[src/pdp8Pkg.sv]
// Word type, instruction field positions and phase constants for the OPR unit
`default_nettype none

package pdp8Pkg;

  // Word size and the word type used for AC, MQ, PC and the bus
  localparam int wordW = 12;
  typedef logic [wordW-1:0] word_t;

  // Phase sequencer
  localparam int phaseCount = 6;
  localparam int phaseW = 3;

  // Opcode field sits in PDP-8 bits 0..2
  localparam int opcodeW = 3;
  localparam logic [opcodeW-1:0] opcodeOpr = 3'd7;

  // Field bits use PDP-8 numbering, bit 0 is the MSB
  localparam int bitGroup = 3;
  localparam int bitGroup3 = 11;

  // Group 1
  localparam int bitCla = 4;
  localparam int bitCll = 5;
  localparam int bitCma = 6;
  localparam int bitCml = 7;
  localparam int bitRar = 8;
  localparam int bitRal = 9;
  localparam int bitTwice = 10;
  localparam int bitIac = 11;

  // Group 2
  localparam int bitCla2 = 4;
  localparam int bitSma = 5;
  localparam int bitSza = 6;
  localparam int bitSnl = 7;
  localparam int bitRev = 8;

  // Group 3
  localparam int bitMqa = 5;
  localparam int bitSca = 6;
  localparam int bitMql = 7;

  // Group 1 field is bits 5..11, group 2 field is bits 4..8
  localparam int g1FieldW = 7;
  localparam int g2FieldW = 5;

  // Pick one bit of a word by its PDP-8 bit number
  function automatic logic fieldBit(word_t w, int unsigned n);
    return w[wordW-1-n];
  endfunction

endpackage

`default_nettype wire

[src/group1Logic.sv]
// Group 1 complement, increment and rotate of link and AC
`timescale 1ns/1ps
`default_nettype none

module group1Logic import pdp8Pkg::*; (
  input  word_t acIn,
  input  logic linkInBit,
  input  logic [g1FieldW-1:0] g1Field,
  input  logic apply,
  output word_t acOut,
  output logic linkOut
);

  // Link sits above AC as one 13-bit value
  logic [wordW:0] lac;
  logic cll;
  logic cma;
  logic cml;
  logic rar;
  logic ral;
  logic twice;
  logic iac;

  // Field holds PDP-8 bits 5..11 in its low end
  assign cll = g1Field[wordW-1-bitCll];
  assign cma = g1Field[wordW-1-bitCma];
  assign cml = g1Field[wordW-1-bitCml];
  assign rar = g1Field[wordW-1-bitRar];
  assign ral = g1Field[wordW-1-bitRal];
  assign twice = g1Field[wordW-1-bitTwice];
  assign iac = g1Field[wordW-1-bitIac];

  // CLA already arrives as a zero acIn from the datapath
  always_comb begin
    lac = {linkInBit, acIn};
    if (apply) begin
      if (cll) begin
        lac[wordW] = 1'b0;
      end
      if (cma) begin
        lac[wordW-1:0] = ~lac[wordW-1:0];
      end
      if (cml) begin
        lac[wordW] = ~lac[wordW];
      end
      // Carry out of AC toggles the link
      if (iac) begin
        lac = lac + 1'b1;
      end
      // Right wins if both rotate bits are set
      if (rar) begin
        lac = twice ? {lac[1:0], lac[wordW:2]} : {lac[0], lac[wordW:1]};
      end else if (ral) begin
        lac = twice ? {lac[wordW-2:0], lac[wordW:wordW-1]} : {lac[wordW-1:0], lac[wordW]};
      end
    end
  end

  assign linkOut = lac[wordW];
  assign acOut = lac[wordW-1:0];

endmodule

`default_nettype wire

[src/oprSequencer.sv]
// OPR instruction latch, field decode and six-phase ck/stb generator
`timescale 1ns/1ps
`default_nettype none

module oprSequencer import pdp8Pkg::*; (
  input  logic ck,
  input  logic rstN,
  input  logic start,
  input  word_t instruction,
  input  logic done,
  output logic busy,
  output logic fault,
  output logic ck1, ck2, ck3, ck4, ck5, ck6,
  output logic stb1, stb2, stb3, stb4, stb5, stb6,
  output logic instOPR,
  output logic opr1,
  output logic opr2,
  output logic opr3,
  output logic oprCLA,
  output logic oprMQA,
  output logic oprMQL,
  output logic oprSCA,
  output logic [g1FieldW-1:0] g1Field,
  output logic [g2FieldW-1:0] g2Field
);

  word_t instLatch;
  logic [phaseW-1:0] phase;
  // Low in the first cycle of a phase, high in the strobe cycle
  logic half;
  logic [phaseCount-1:0] phaseLvl;
  logic [phaseCount-1:0] phaseStb;

  // Start is only taken while idle
  always_ff @(posedge ck) begin
    if (!rstN) begin
      busy <= 1'b0;
      phase <= '0;
      half <= 1'b0;
      fault <= 1'b0;
      instLatch <= '0;
    end else begin
      fault <= 1'b0;
      if (!busy) begin
        if (start) begin
          busy <= 1'b1;
          phase <= '0;
          half <= 1'b0;
          instLatch <= instruction;
        end
      end else if (done) begin
        // Decoder finished, drop out of the sequence
        busy <= 1'b0;
      end else if (half) begin
        half <= 1'b0;
        if (phase == phaseW'(phaseCount - 1)) begin
          // Ran past stb6 with no done, so the word was not executable
          busy <= 1'b0;
          fault <= 1'b1;
        end else begin
          phase <= phase + 1'b1;
        end
      end else begin
        half <= 1'b1;
      end
    end
  end

  // Phase levels span both cycles, strobes only the second
  always_comb begin
    for (int i = 0; i < phaseCount; i++) begin
      phaseLvl[i] = busy && (phase == phaseW'(i));
    end
  end
  assign phaseStb = phaseLvl & {phaseCount{half}};

  assign {ck6, ck5, ck4, ck3, ck2, ck1} = phaseLvl;
  assign {stb6, stb5, stb4, stb3, stb2, stb1} = phaseStb;

  // Field decode from the latched word
  assign instOPR = (instLatch[wordW-1 -: opcodeW] == opcodeOpr);
  assign opr1 = !fieldBit(instLatch, bitGroup);
  assign opr2 = fieldBit(instLatch, bitGroup) && !fieldBit(instLatch, bitGroup3);
  assign opr3 = fieldBit(instLatch, bitGroup) && fieldBit(instLatch, bitGroup3);
  assign oprCLA = fieldBit(instLatch, bitCla);
  assign oprMQA = fieldBit(instLatch, bitMqa);
  assign oprMQL = fieldBit(instLatch, bitMql);
  assign oprSCA = fieldBit(instLatch, bitSca);

  // Raw micro-op fields for the datapath
  assign g1Field = instLatch[g1FieldW-1:0];
  assign g2Field = instLatch[wordW-1-bitCla2 -: g2FieldW];

  // Phases never overlap
  phaseOneHot: assert property (@(posedge ck) disable iff (!rstN)
    $onehot0({ck6, ck5, ck4, ck3, ck2, ck1}));

endmodule

`default_nettype wire

[src/instructionOpr.sv]
// OPR control decoder mapping instruction form and phase to register clocks and bus selects
`timescale 1ns/1ps
`default_nettype none

module instructionOpr (
  input  logic ck,
  input  logic ck1, ck2, ck3, ck4, ck5, ck6,
  input  logic stb1, stb2, stb3, stb4, stb5, stb6,
  input  logic doSkip,
  input  logic instOPR,
  input  logic opr1,
  input  logic opr2,
  input  logic opr3,
  input  logic oprCLA,
  input  logic oprMQA,
  input  logic oprMQL,
  input  logic oprSCA,
  output logic acCk,
  output logic cla,
  output logic done,
  output logic linkCk,
  output logic mqCk,
  output logic mq2orbus,
  output logic pcCk,
  output logic rot2ac,
  output logic mqTmpLatch,
  output logic mqTmpOE,
  output logic group1Apply
);

  logic op1;
  logic op2;
  logic base3;
  logic o3Nop;
  logic o3Cla;
  logic o3Mqa;
  logic o3Acl;
  logic o3Mql;
  logic o3Cam;
  logic o3Swp;
  logic o3ClaSwp;
  // Both swap forms share one phase pattern
  logic o3AnySwp;

  assign op1 = instOPR & opr1;
  assign op2 = instOPR & opr2;

  // SCA in any combination leaves every form unmatched and ends in fault
  assign base3 = instOPR & opr3 & !oprSCA;
  // 7401 NOP
  assign o3Nop = base3 & !oprCLA & !oprMQA & !oprMQL;
  // 7601 CLA
  assign o3Cla = base3 & oprCLA & !oprMQA & !oprMQL;
  // 7501 MQA, AC or MQ
  assign o3Mqa = base3 & !oprCLA & oprMQA & !oprMQL;
  // 7701 ACL, AC gets MQ
  assign o3Acl = base3 & oprCLA & oprMQA & !oprMQL;
  // 7421 MQL, MQ gets AC then AC cleared
  assign o3Mql = base3 & !oprCLA & !oprMQA & oprMQL;
  // 7621 CAM, clear both
  assign o3Cam = base3 & oprCLA & !oprMQA & oprMQL;
  // 7521 SWP
  assign o3Swp = base3 & !oprCLA & oprMQA & oprMQL;
  // 7721 CLA SWP, AC gets MQ and MQ cleared
  assign o3ClaSwp = base3 & oprCLA & oprMQA & oprMQL;
  assign o3AnySwp = o3Swp | o3ClaSwp;

  // Group 1 result onto the bus in phase 1 only
  assign group1Apply = op1 & ck1;

  assign rot2ac = (op1 & ck1)
                | (op2 & (ck1 | ck2))
                | ((o3Cla | o3Mqa | o3Acl) & ck1)
                | (o3Mql & (ck1 | ck2))
                | (o3Cam & ck1)
                | (o3AnySwp & (ck1 | ck2 | ck3));

  // Group 2 clears after the skip test has used the old AC
  // 7721 clears in phase 1 so the temporary latch captures zero
  assign cla = (op1 & oprCLA & ck1)
             | (op2 & oprCLA & ck2)
             | ((o3Cla | o3Acl | o3Cam) & ck1)
             | (o3Mql & ck2)
             | (o3Swp & (ck2 | ck3))
             | (o3ClaSwp & (ck1 | ck2 | ck3));

  assign acCk = (op1 & stb1)
              | (op2 & stb2)
              | ((o3Cla | o3Mqa | o3Acl | o3Cam) & stb1)
              | ((o3Mql | o3AnySwp) & stb2);

  assign linkCk = op1 & stb1;

  // CAM loads MQ in phase 2 from an empty bus
  assign mqCk = (o3Mql & stb1)
              | (o3Cam & stb2)
              | (o3AnySwp & stb3);

  assign mq2orbus = ((o3Mqa | o3Acl) & ck1)
                  | (o3AnySwp & ck2);

  // Skip taken at the end of phase 1
  assign pcCk = op2 & stb1 & doSkip;

  // Swap parks old AC in the latch, then returns it in phase 3
  assign mqTmpLatch = o3AnySwp & stb1;
  assign mqTmpOE = o3AnySwp & ck3;

  assign done = (o3Nop & ck1)
              | ((op1 | o3Cla | o3Mqa | o3Acl) & ck2)
              | ((op2 | o3Mql | o3Cam) & ck3)
              | (o3AnySwp & ck4);

  // Sequencer never finishes on a non-OPR word
  doneNeedsOpr: assert property (@(posedge ck) done |-> instOPR);

  // Latch output replaces the bus, so MQ must not be ORed in at the same time
  busSourceExcl: assert property (@(posedge ck) !(mqTmpOE && mq2orbus));

  // Nothing is clocked or finished once the sequence runs into the fault phases
  lateIdle: assert property (@(posedge ck)
    (stb4 || ck5 || stb5 || ck6 || stb6) |->
      !(done || acCk || linkCk || mqCk || pcCk || mqTmpLatch));

endmodule

`default_nettype wire

[src/oprDatapath.sv]
// AC, link, MQ, MQ temporary latch, PC, OR-bus and group 2 skip test
`timescale 1ns/1ps
`default_nettype none

module oprDatapath import pdp8Pkg::*; (
  input  logic ck,
  input  logic rstN,
  input  logic load,
  input  word_t acIn,
  input  logic linkIn,
  input  word_t mqIn,
  input  word_t pcIn,
  input  logic [g1FieldW-1:0] g1Field,
  input  logic [g2FieldW-1:0] g2Field,
  input  logic acCk,
  input  logic cla,
  input  logic linkCk,
  input  logic mqCk,
  input  logic mq2orbus,
  input  logic pcCk,
  input  logic rot2ac,
  input  logic mqTmpLatch,
  input  logic mqTmpOE,
  input  logic group1Apply,
  output word_t ac,
  output logic link,
  output word_t mq,
  output word_t pc,
  output logic doSkip
);

  word_t mqTmp;
  word_t acBase;
  word_t g1Ac;
  logic g1Link;
  word_t orBus;
  logic skipSma;
  logic skipSza;
  logic skipSnl;
  logic skipRev;
  logic skipAny;

  // CLA zeroes AC ahead of the group 1 logic
  assign acBase = cla ? '0 : ac;

  group1Logic group1Logic_inst (
    .acIn(acBase),
    .linkInBit(link),
    .g1Field(g1Field),
    .apply(group1Apply),
    .acOut(g1Ac),
    .linkOut(g1Link)
  );

  // Bus is empty unless something drives it
  always_comb begin
    orBus = rot2ac ? g1Ac : '0;
    if (mq2orbus) begin
      orBus = orBus | mq;
    end
    // Temporary latch overrides everything else
    if (mqTmpOE) begin
      orBus = mqTmp;
    end
  end

  always_ff @(posedge ck) begin
    if (!rstN) begin
      ac <= '0;
      link <= 1'b0;
      mq <= '0;
      pc <= '0;
    end else if (load) begin
      ac <= acIn;
      link <= linkIn;
      mq <= mqIn;
      pc <= pcIn;
    end else begin
      if (acCk) begin
        ac <= orBus;
      end
      if (linkCk) begin
        link <= g1Link;
      end
      if (mqCk) begin
        mq <= orBus;
      end
      if (pcCk) begin
        pc <= pc + 1'b1;
      end
    end
  end

  // Swap holding register
  always_ff @(posedge ck) begin
    if (mqTmpLatch) begin
      mqTmp <= orBus;
    end
  end

  // Field holds PDP-8 bits 4..8, reverse bit at the bottom
  assign skipSma = g2Field[bitRev-bitSma];
  assign skipSza = g2Field[bitRev-bitSza];
  assign skipSnl = g2Field[bitRev-bitSnl];
  assign skipRev = g2Field[bitRev-bitRev];

  // OR of selected conditions, reverse bit inverts the whole test
  assign skipAny = (skipSma && ac[wordW-1]) || (skipSza && (ac == '0)) || (skipSnl && link);
  assign doSkip = skipRev ? !skipAny : skipAny;

  // Bus feeds one register per strobe
  oneBusLoad: assert property (@(posedge ck) disable iff (!rstN) !(acCk && mqCk));

endmodule

`default_nettype wire

[src/oprUnit.sv]
// OPR execution unit top level joining sequencer, control decoder and datapath
`timescale 1ns/1ps
`default_nettype none

module oprUnit import pdp8Pkg::*; (
  input  logic ck,
  input  logic rstN,
  input  logic start,
  input  word_t instruction,
  input  logic load,
  input  word_t acIn,
  input  logic linkIn,
  input  word_t mqIn,
  input  word_t pcIn,
  output word_t ac,
  output logic link,
  output word_t mq,
  output word_t pc,
  output logic busy,
  output logic done,
  output logic fault
);

  // Phase levels and strobes
  logic ck1, ck2, ck3, ck4, ck5, ck6;
  logic stb1, stb2, stb3, stb4, stb5, stb6;

  // Decoded instruction fields
  logic instOPR;
  logic opr1;
  logic opr2;
  logic opr3;
  logic oprCLA;
  logic oprMQA;
  logic oprMQL;
  logic oprSCA;
  logic [g1FieldW-1:0] g1Field;
  logic [g2FieldW-1:0] g2Field;

  // Datapath controls
  logic acCk;
  logic cla;
  logic linkCk;
  logic mqCk;
  logic mq2orbus;
  logic pcCk;
  logic rot2ac;
  logic mqTmpLatch;
  logic mqTmpOE;
  logic group1Apply;
  logic doSkip;

  oprSequencer oprSequencer_inst (.*);

  instructionOpr instructionOpr_inst (.*);

  // Register load only while idle
  oprDatapath oprDatapath_inst (
    .load(load && !busy),
    .*
  );

endmodule

`default_nettype wire

[config.mk]
export PLATFORM = sky130hd
export DESIGN_NAME = oprUnit
export DESIGN_NICKNAME = d
export VERILOG_FILES = /design/src/pdp8Pkg.sv /design/src/group1Logic.sv /design/src/oprSequencer.sv /design/src/instructionOpr.sv /design/src/oprDatapath.sv /design/src/oprUnit.sv
export SDC_FILE = /design/constraint.sdc
export NUM_CORES = 1
export LEC_CHECK = 0
export BUFFER_PORTS_ARGS = -buffer_cell sky130_fd_sc_hd__buf_2
export CORE_ASPECT_RATIO = 0.75
export CORE_UTILIZATION = 35
export DETAILED_ROUTE_END_ITERATION = 16
export RECOVER_POWER = 50
export SETUP_SLACK_MARGIN = 0.15
export SKIP_LAST_GASP = 1
export SLEW_MARGIN = 20
export SYNTH_ARGS = -nofsm -noshare
export SYNTH_HDL_FRONTEND = slang
export SYNTH_SLANG_ARGS = --single-unit
[constraint.sdc]
create_clock -name ck -period 6 [get_ports ck]
set_input_delay 1.2 -clock ck [delete_from_list [all_inputs] [get_ports ck]]
set_output_delay 1.2 -clock ck [all_outputs]
set_load 0.05 [all_outputs]
== After elaboration in Yosys (flattened, before gate mapping) ==
Index checks and enable logic that the tools add are counted.
Storage, ports and cells
  register bits after elaboration: 67
  bits of input ports: 53
  logic and storage cells: 185
Cells by class
  add/subtract/negate cells: 3
  eq/ne operators: 8
  mux-type cells: 40
  bitwise logic cells: 91
  reduce and logical (&&, ||, !) cells: 33
Operator list (count)
  two-way mux 12 bit: 12
  two-way mux 13 bit: 6
  AND 1 bit: 49
  bitwise OR 1 bit: 35
  two-way mux 1 bit: 17
  two-way mux 3 bit: 5
  adder 13 x 1 -> 13 bit (second input constant): 1
  adder 12 x 1 -> 12 bit (second input constant): 1
  zero test 12 bit: 1
  inverter 12 bit: 1
  bitwise OR 12 bit: 1
  nonzero test 2 bit: 6
  logical AND 1 bit: 10
  zero test 1 bit: 8
  == test 3 x 2 -> 1 bit (second input constant): 2
  == test 3 bit (second input constant): 2
  != test 2 bit (second input constant): 3
  AND reduction 2 bit: 3
  inverter 1 bit: 4
  AND reduction 4 bit: 1
  OR reduction 4 bit: 1
  adder 3 x 1 -> 3 bit (second input constant): 1
  AND 3 bit: 1
  == test 3 x 1 -> 1 bit (second input constant): 1
  other kinds (2): 3

== Longest topological paths before layout ==
  depth in word-level cells: 29
  gate-level depth with buffers: 19

== Hierarchy ==
Synthesis repeated with hierarchy kept, for this count alone.
Second synthesis, totals
  cells, all modules: 646
  area total of the unflattened synthesis: 5152.4 µm²
Modules (own cells, without submodules)
  oprDatapath: instances 1, cells an instance 261, area an instance 2397.3 µm²
  group1Logic: instances 1, cells an instance 223, area an instance 1532.7 µm²
  oprSequencer: instances 1, cells an instance 122, area an instance 942.2 µm²
  instructionOpr: instances 1, cells an instance 39, area an instance 266.5 µm²
  oprUnit: instances 1, cells an instance 1, area an instance 13.8 µm²

== Worst setup path before layout ==
OpenSTA, ideal clock, no wires.
  path type: register to register
  start: reg oprSequencer_inst.phase[0]
  end: reg oprDatapath_inst.mqTmp[1], data pin
  library setup time: 262 ps
  data arrival time: 4117 ps
  data required time: 5738 ps
  slack: 1620 ps
  cell stages (with the launch flop): 19
  period minus slack after synthesis: 4380 ps
  cells stage by stage: dfxtp_1 -> inv_1 -> ha_1 -> o211ai_2 -> a311oi_2 -> o31ai_2 -> clkbuf_1 -> nand2_1 -> xnor2_1 -> ha_1 -> nand2_1 -> or3_1 -> o31a_1 -> a211o_1 -> or3_1 -> nand2_1 -> a311oi_1 -> o21ai_0 -> inv_1
On the way
  longest elaborated chain between the ends: 22
  elaborated cells on any way between the ends: 50
  classes of those cells: 1 x add/sub; 2 x eq/ne; 12 x mux; 31 x bitwise; 4 x reduce/logical
RTL lines
  start, declared: RTL line oprSequencer.sv:28  | logic [phaseW-1:0] phase;
  start signal, assigned: RTL line oprSequencer.sv:61  | phase <= phase + 1'b1;
  == test 3 x 1 -> 1 bit or zero test 3 bit (tied branches): RTL line oprSequencer.sv:72  | phaseLvl[i] = busy && (phase == phaseW'(i));
  logical AND 1 bit: RTL line oprSequencer.sv:72
  AND 1 bit (on tied branches): RTL line instructionOpr.sv:81, instructionOpr.sv:80
  bitwise OR 1 bit: RTL line instructionOpr.sv:81  | | (op2 & oprCLA & ck2)
  bitwise OR 1 bit: RTL line instructionOpr.sv:82  | | ((o3Cla | o3Acl | o3Cam) & ck1)
  bitwise OR 1 bit: RTL line instructionOpr.sv:83  | | (o3Mql & ck2)
  bitwise OR 1 bit: RTL line instructionOpr.sv:84  | | (o3Swp & (ck2 | ck3))
  bitwise OR 1 bit: RTL line instructionOpr.sv:85  | | (o3ClaSwp & (ck1 | ck2 | ck3));
  [7 not listed]
  two-way mux 13 bit: RTL line group1Logic.sv:53  | end else if (ral) begin
  two-way mux 13 bit: RTL line group1Logic.sv:51  | if (rar) begin
  two-way mux 13 bit: RTL line group1Logic.sv:36  | if (apply) begin
  two-way mux 12 bit: RTL line oprDatapath.sv:57  | orBus = rot2ac ? g1Ac : '0;
  bitwise OR 12 bit: RTL line oprDatapath.sv:59  | orBus = orBus | mq;
  two-way mux 12 bit: RTL line oprDatapath.sv:58  | if (mq2orbus) begin
  two-way mux 12 bit (*): RTL line oprDatapath.sv:62  | if (mqTmpOE) begin
  via oprDatapath_inst.orBus[1]: RTL line oprDatapath.sv:36  | word_t orBus;
  end signal, assigned: RTL line oprDatapath.sv:97  | mqTmp <= orBus;
  end, declared: RTL line oprDatapath.sv:32  | word_t mqTmp;
The timed path passes the listed nets; every way through them passes the cells marked *. The select of a mux whose other input is x is not followed.
A chain may end at the register's enable or synchronous reset.

== Final worst setup path ==
  start: reg oprSequencer_inst.phase[1]
  end: reg oprDatapath_inst.mqTmp[8], data pin
Same word-level chain as after synthesis.

==> run_results.csv <==
group,metric,value,unit
detailed_routing,ant_nets,0,
logic_synthesis,synth_edf_count,12,
timing,fin_worst_skew,0.00581,ns
worst_setup_path,path_max_fanout,17,
power_and_ir_drop,leakagePower,2.10,nW
global_routing,grt_overflow_total,0,
worst_setup_path,critical_path.startpoint_type,"flip-flop",
final_layout,fill_cells,1427,
status,outcome,"finished with violations",
clock_tree,root_buffer,"clkbuf_16",
timing,timing.hold.ws,0.510,ns
global_routing,antenna_found_initial,0,
clock_tree,cts_hold_buf,0,
logic_synthesis,ys_warn_count,0,
global_routing,grt_pass1_vias,4954,
detailed_routing,drc,1,
worst_setup_path,cp_num_buf_inv,3,
final_layout,antenna_cells,0,
timing,drv_slew,49,
clock_tree,ctsResizeCount,0,
timing,finalHoldViolations,0,
worst_setup_path,critPathCaptureType,"flip-flop",
global_routing,grt.total_usage,0.245,
power_and_ir_drop,peakVddDrop,0.000191,V
logic_synthesis,yosysTopAreaCell,"dfxtp_1",
logic_synthesis,netlist_area,0.00491,sq mm
timing,rsz0062_at_grt,"false",
hold_path,hp-class,"flip-flop to flip-flop",
clock_tree,cts_buffer_depth,2,
clock_tree,worstSkewPairLatency,0.35,ns
timing,final.min_clock_period,4.99,ns
clock_tree,clock_sinks,67,
placement,io_buffer_count,92,
placement,dp_hpwl,12800,microns
detailed_routing,drt-total-wl,17400,microns
logic_synthesis,ys_types,73,
worst_setup_path,cpLargestDelayFamily,"compound AO/OA/AOI/OAI gates",
status,violations,"DRC, capacitance limit, slew limit",
floorplan,die-area,0.0145,sq mm
timing,slew_headroom,-0.415,
worst_setup_path,slowest_stage,"o32ai_1",
global_routing,grt_max_degree,49,
clock_tree,cts_setup_buffers,0,
floorplan,die_h,105,microns
clock_tree,tritoncts,"yes",
worst_setup_path,critical_path.max_stage_delay,0.74,ns
final_layout,drive_above_1_share,0.164,
floorplan,start_util,0.358,
final_layout,area_growth,16.9,%
detailed_routing,num_vias,5401,
worst_setup_path,worst_ep_required_time,6.10,ns
logic_synthesis,avgSynthCellArea,7.54,sq um
timing,fin_crit_sh,0.831,
clock_tree,clkSlewWorstSetupHoldPaths,0.06,ns
floorplan,die_w,139,microns
worst_setup_path,critPathArrivalTime,5.09,ns
final_layout,nNetsFinal,781,
timing,tns,0,ns
logic_synthesis,synthTopCellsByArea,"dfxtp_1 22%, nand2_1 8.7%, edfxtp_1 7.3%",
detailed_routing,drtPass1Iterations,11,
worst_setup_path,crit_type,"flip-flop to flip-flop",
logic_synthesis,yosysTopAreaCellShare,0.224,
placement,gp_congestion,0.976,
worst_setup_path,crit_chain,"inv_1 -> ha_1 -> nand3b_1 -> a311oi_2 -> o31ai_2 -> buf_4 -> a21boi_0 -> or2_2 -> ha_1 -> nand2_1 -> or3_1 -> o31a_1 -> o32ai_1 -> nand3_1 -> a31oi_1 -> o21a_1 -> inv_1",
logic_synthesis,syn-num-nets,711,
detailed_routing,avgRoutedWirePerCell,19.3,microns
logic_synthesis,postSynthCellCount,651,
power_and_ir_drop,p_per_area,238,mW/mm^2
timing,max_freq,0.200,GHz
clock_tree,htreeDepth,3,
logic_synthesis,synthFlopType,"dfxtp_1",
detailed_routing,drtIter0Drc,653,
logic_synthesis,async_flop_share,0,
floorplan,core_area,0.0137,sq mm
floorplan,io_pins,93,
logic_synthesis,seq_area_frac_synth,0.298,
run,cap_violations,1,
logic_synthesis,ys_ff_latch,67,
timing,setup_viol,0,
global_routing,grt_pass1_wl,27600,microns
clock_tree,cts-buffers-inserted,9,
final_layout,final_common_cell,"nand2_1",
detailed_routing,vias_per_cell,5.99,
timing,worst_pin_slew,2.12,ns
floorplan,core.rowCount,37,
final_layout,layout_common_cells,"114 x nand2_1, 55 x dfxtp_1, 53 x buf_2",
[final cells by class]
type | count | area [sq um] | share of cell area
Sequential cell | 67 | 1460 | 0.255
Clock inverter | 5 | 42.5 | 0.00742
Timing Repair Buffer | 101 | 475 | 0.0829
Multi-Input combinational cell | 523 | 3210 | 0.560
Tap cell | 175 | 219 | 0.0382
Inverter | 19 | 71.3 | 0.0124
Clock buffer | 11 | 253 | 0.0441
[state kept, by name (all words and copies together), names as in the netlist]
| signal | cells |
|---|---|
| oprDatapath_inst.link | 1 |
| oprSequencer_inst.fault | 1 |
| oprSequencer_inst.half | 1 |
| oprDatapath_inst.pc | 12 |
| oprSequencer_inst.busy | 1 |
| oprDatapath_inst.mqTmp | 12 |
| oprSequencer_inst.phase | 3 |
| oprDatapath_inst.mq | 12 |
| oprDatapath_inst.ac | 12 |
| oprSequencer_inst.instLatch | 12 |
[report_power, final]
group | internal (mW) | switching (mW)
clock | 0.307 | 0.219
combinational | 0.0924 | 0.217
sequential | 0.483 | 0.0489
[Yosys cell counts, types with 11 or more instances]
cell / instances
xor2_1: 11
o211ai_1: 13
xnor2_1: 12
a21oi_1: 42
nor3_1: 16
edfxtp_1: 12
o221a_2: 12
nand2_1: 114
o21ai_0: 41
clkbuf_1: 31
a31oi_1: 24
inv_1: 19
nor2_1: 44
dfxtp_1: 55
nand3_1: 26
[per-stage QoR]
| stage | utilization | setup WS, ns | cell area (sq um) | power [mW] | cells |
|---|---|---|---|---|---|
| 2_1_floorplan | - | 1.62 | 4910 | 0.749 | 651 |
| 3_3_place_gp | 0.401 | 1.35 | 5490 | 0.846 | 885 |
| 3_5_place_dp | 0.401 | 1.17 | 5490 | 0.847 | 885 |
| 4_1_cts | 0.422 | 1.14 | 5780 | 1.37 | 901 |
| 5_1_grt | 0.418 | 0.629 | 5730 | 1.42 | 901 |
| 6_report | 0.418 | 1.01 | 5730 | 1.37 | 901 |
[final timing paths]
check / cells past startpoint / slack [ns] / from / end
max: 17 / 1.01 / oprSequencer_inst.phase[1] / oprDatapath_inst.mqTmp[8]
min: 2 / 0.51 / oprSequencer_inst.instLatch[10] / oprSequencer_inst.instLatch[10]
max reg2reg: 17 / 1.01 / oprSequencer_inst.phase[1] / oprDatapath_inst.mqTmp[8]
min reg2reg: 2 / 0.51 / oprSequencer_inst.instLatch[10] / oprSequencer_inst.instLatch[10]
[worst register-to-register path: stages (launching register included)]
cell      delay (ns)
dfxtp_1         0.34
inv_1           0.10
ha_1            0.43
nand3b_1        0.18
a311oi_2        0.46
o31ai_2         0.13
buf_4           0.21
a21boi_0        0.27
or2_2           0.18
ha_1            0.18
nand2_1         0.15
or3_1           0.39
o31a_1          0.31
o32ai_1         0.74
nand3_1         0.15
a31oi_1         0.28
o21a_1          0.20
inv_1           0.05
[per-layer routing]
metal | track usage | routed length (microns) | vias up
met5 | 0 | 0 | -
met4 | 0.0627 | 217 | 0
met3 | 0.0477 | 1530 | 19
met2 | 0.343 | 6940 | 272
met1 | 0.376 | 8720 | 2559
li1 | - | - | 2551
[kinds of logic after synthesis]
kind of cell | share of synthesized area
adder cells (fa/ha/maj) | 0.0178
AND/OR/NAND/NOR | 0.260
buffers and inverters | 0.0510
flip-flops | 0.298
XOR/XNOR | 0.0410
multiplexers | 0.0171
AO/OA/AOI/OAI | 0.315
(Power assumes the default switching activity.)
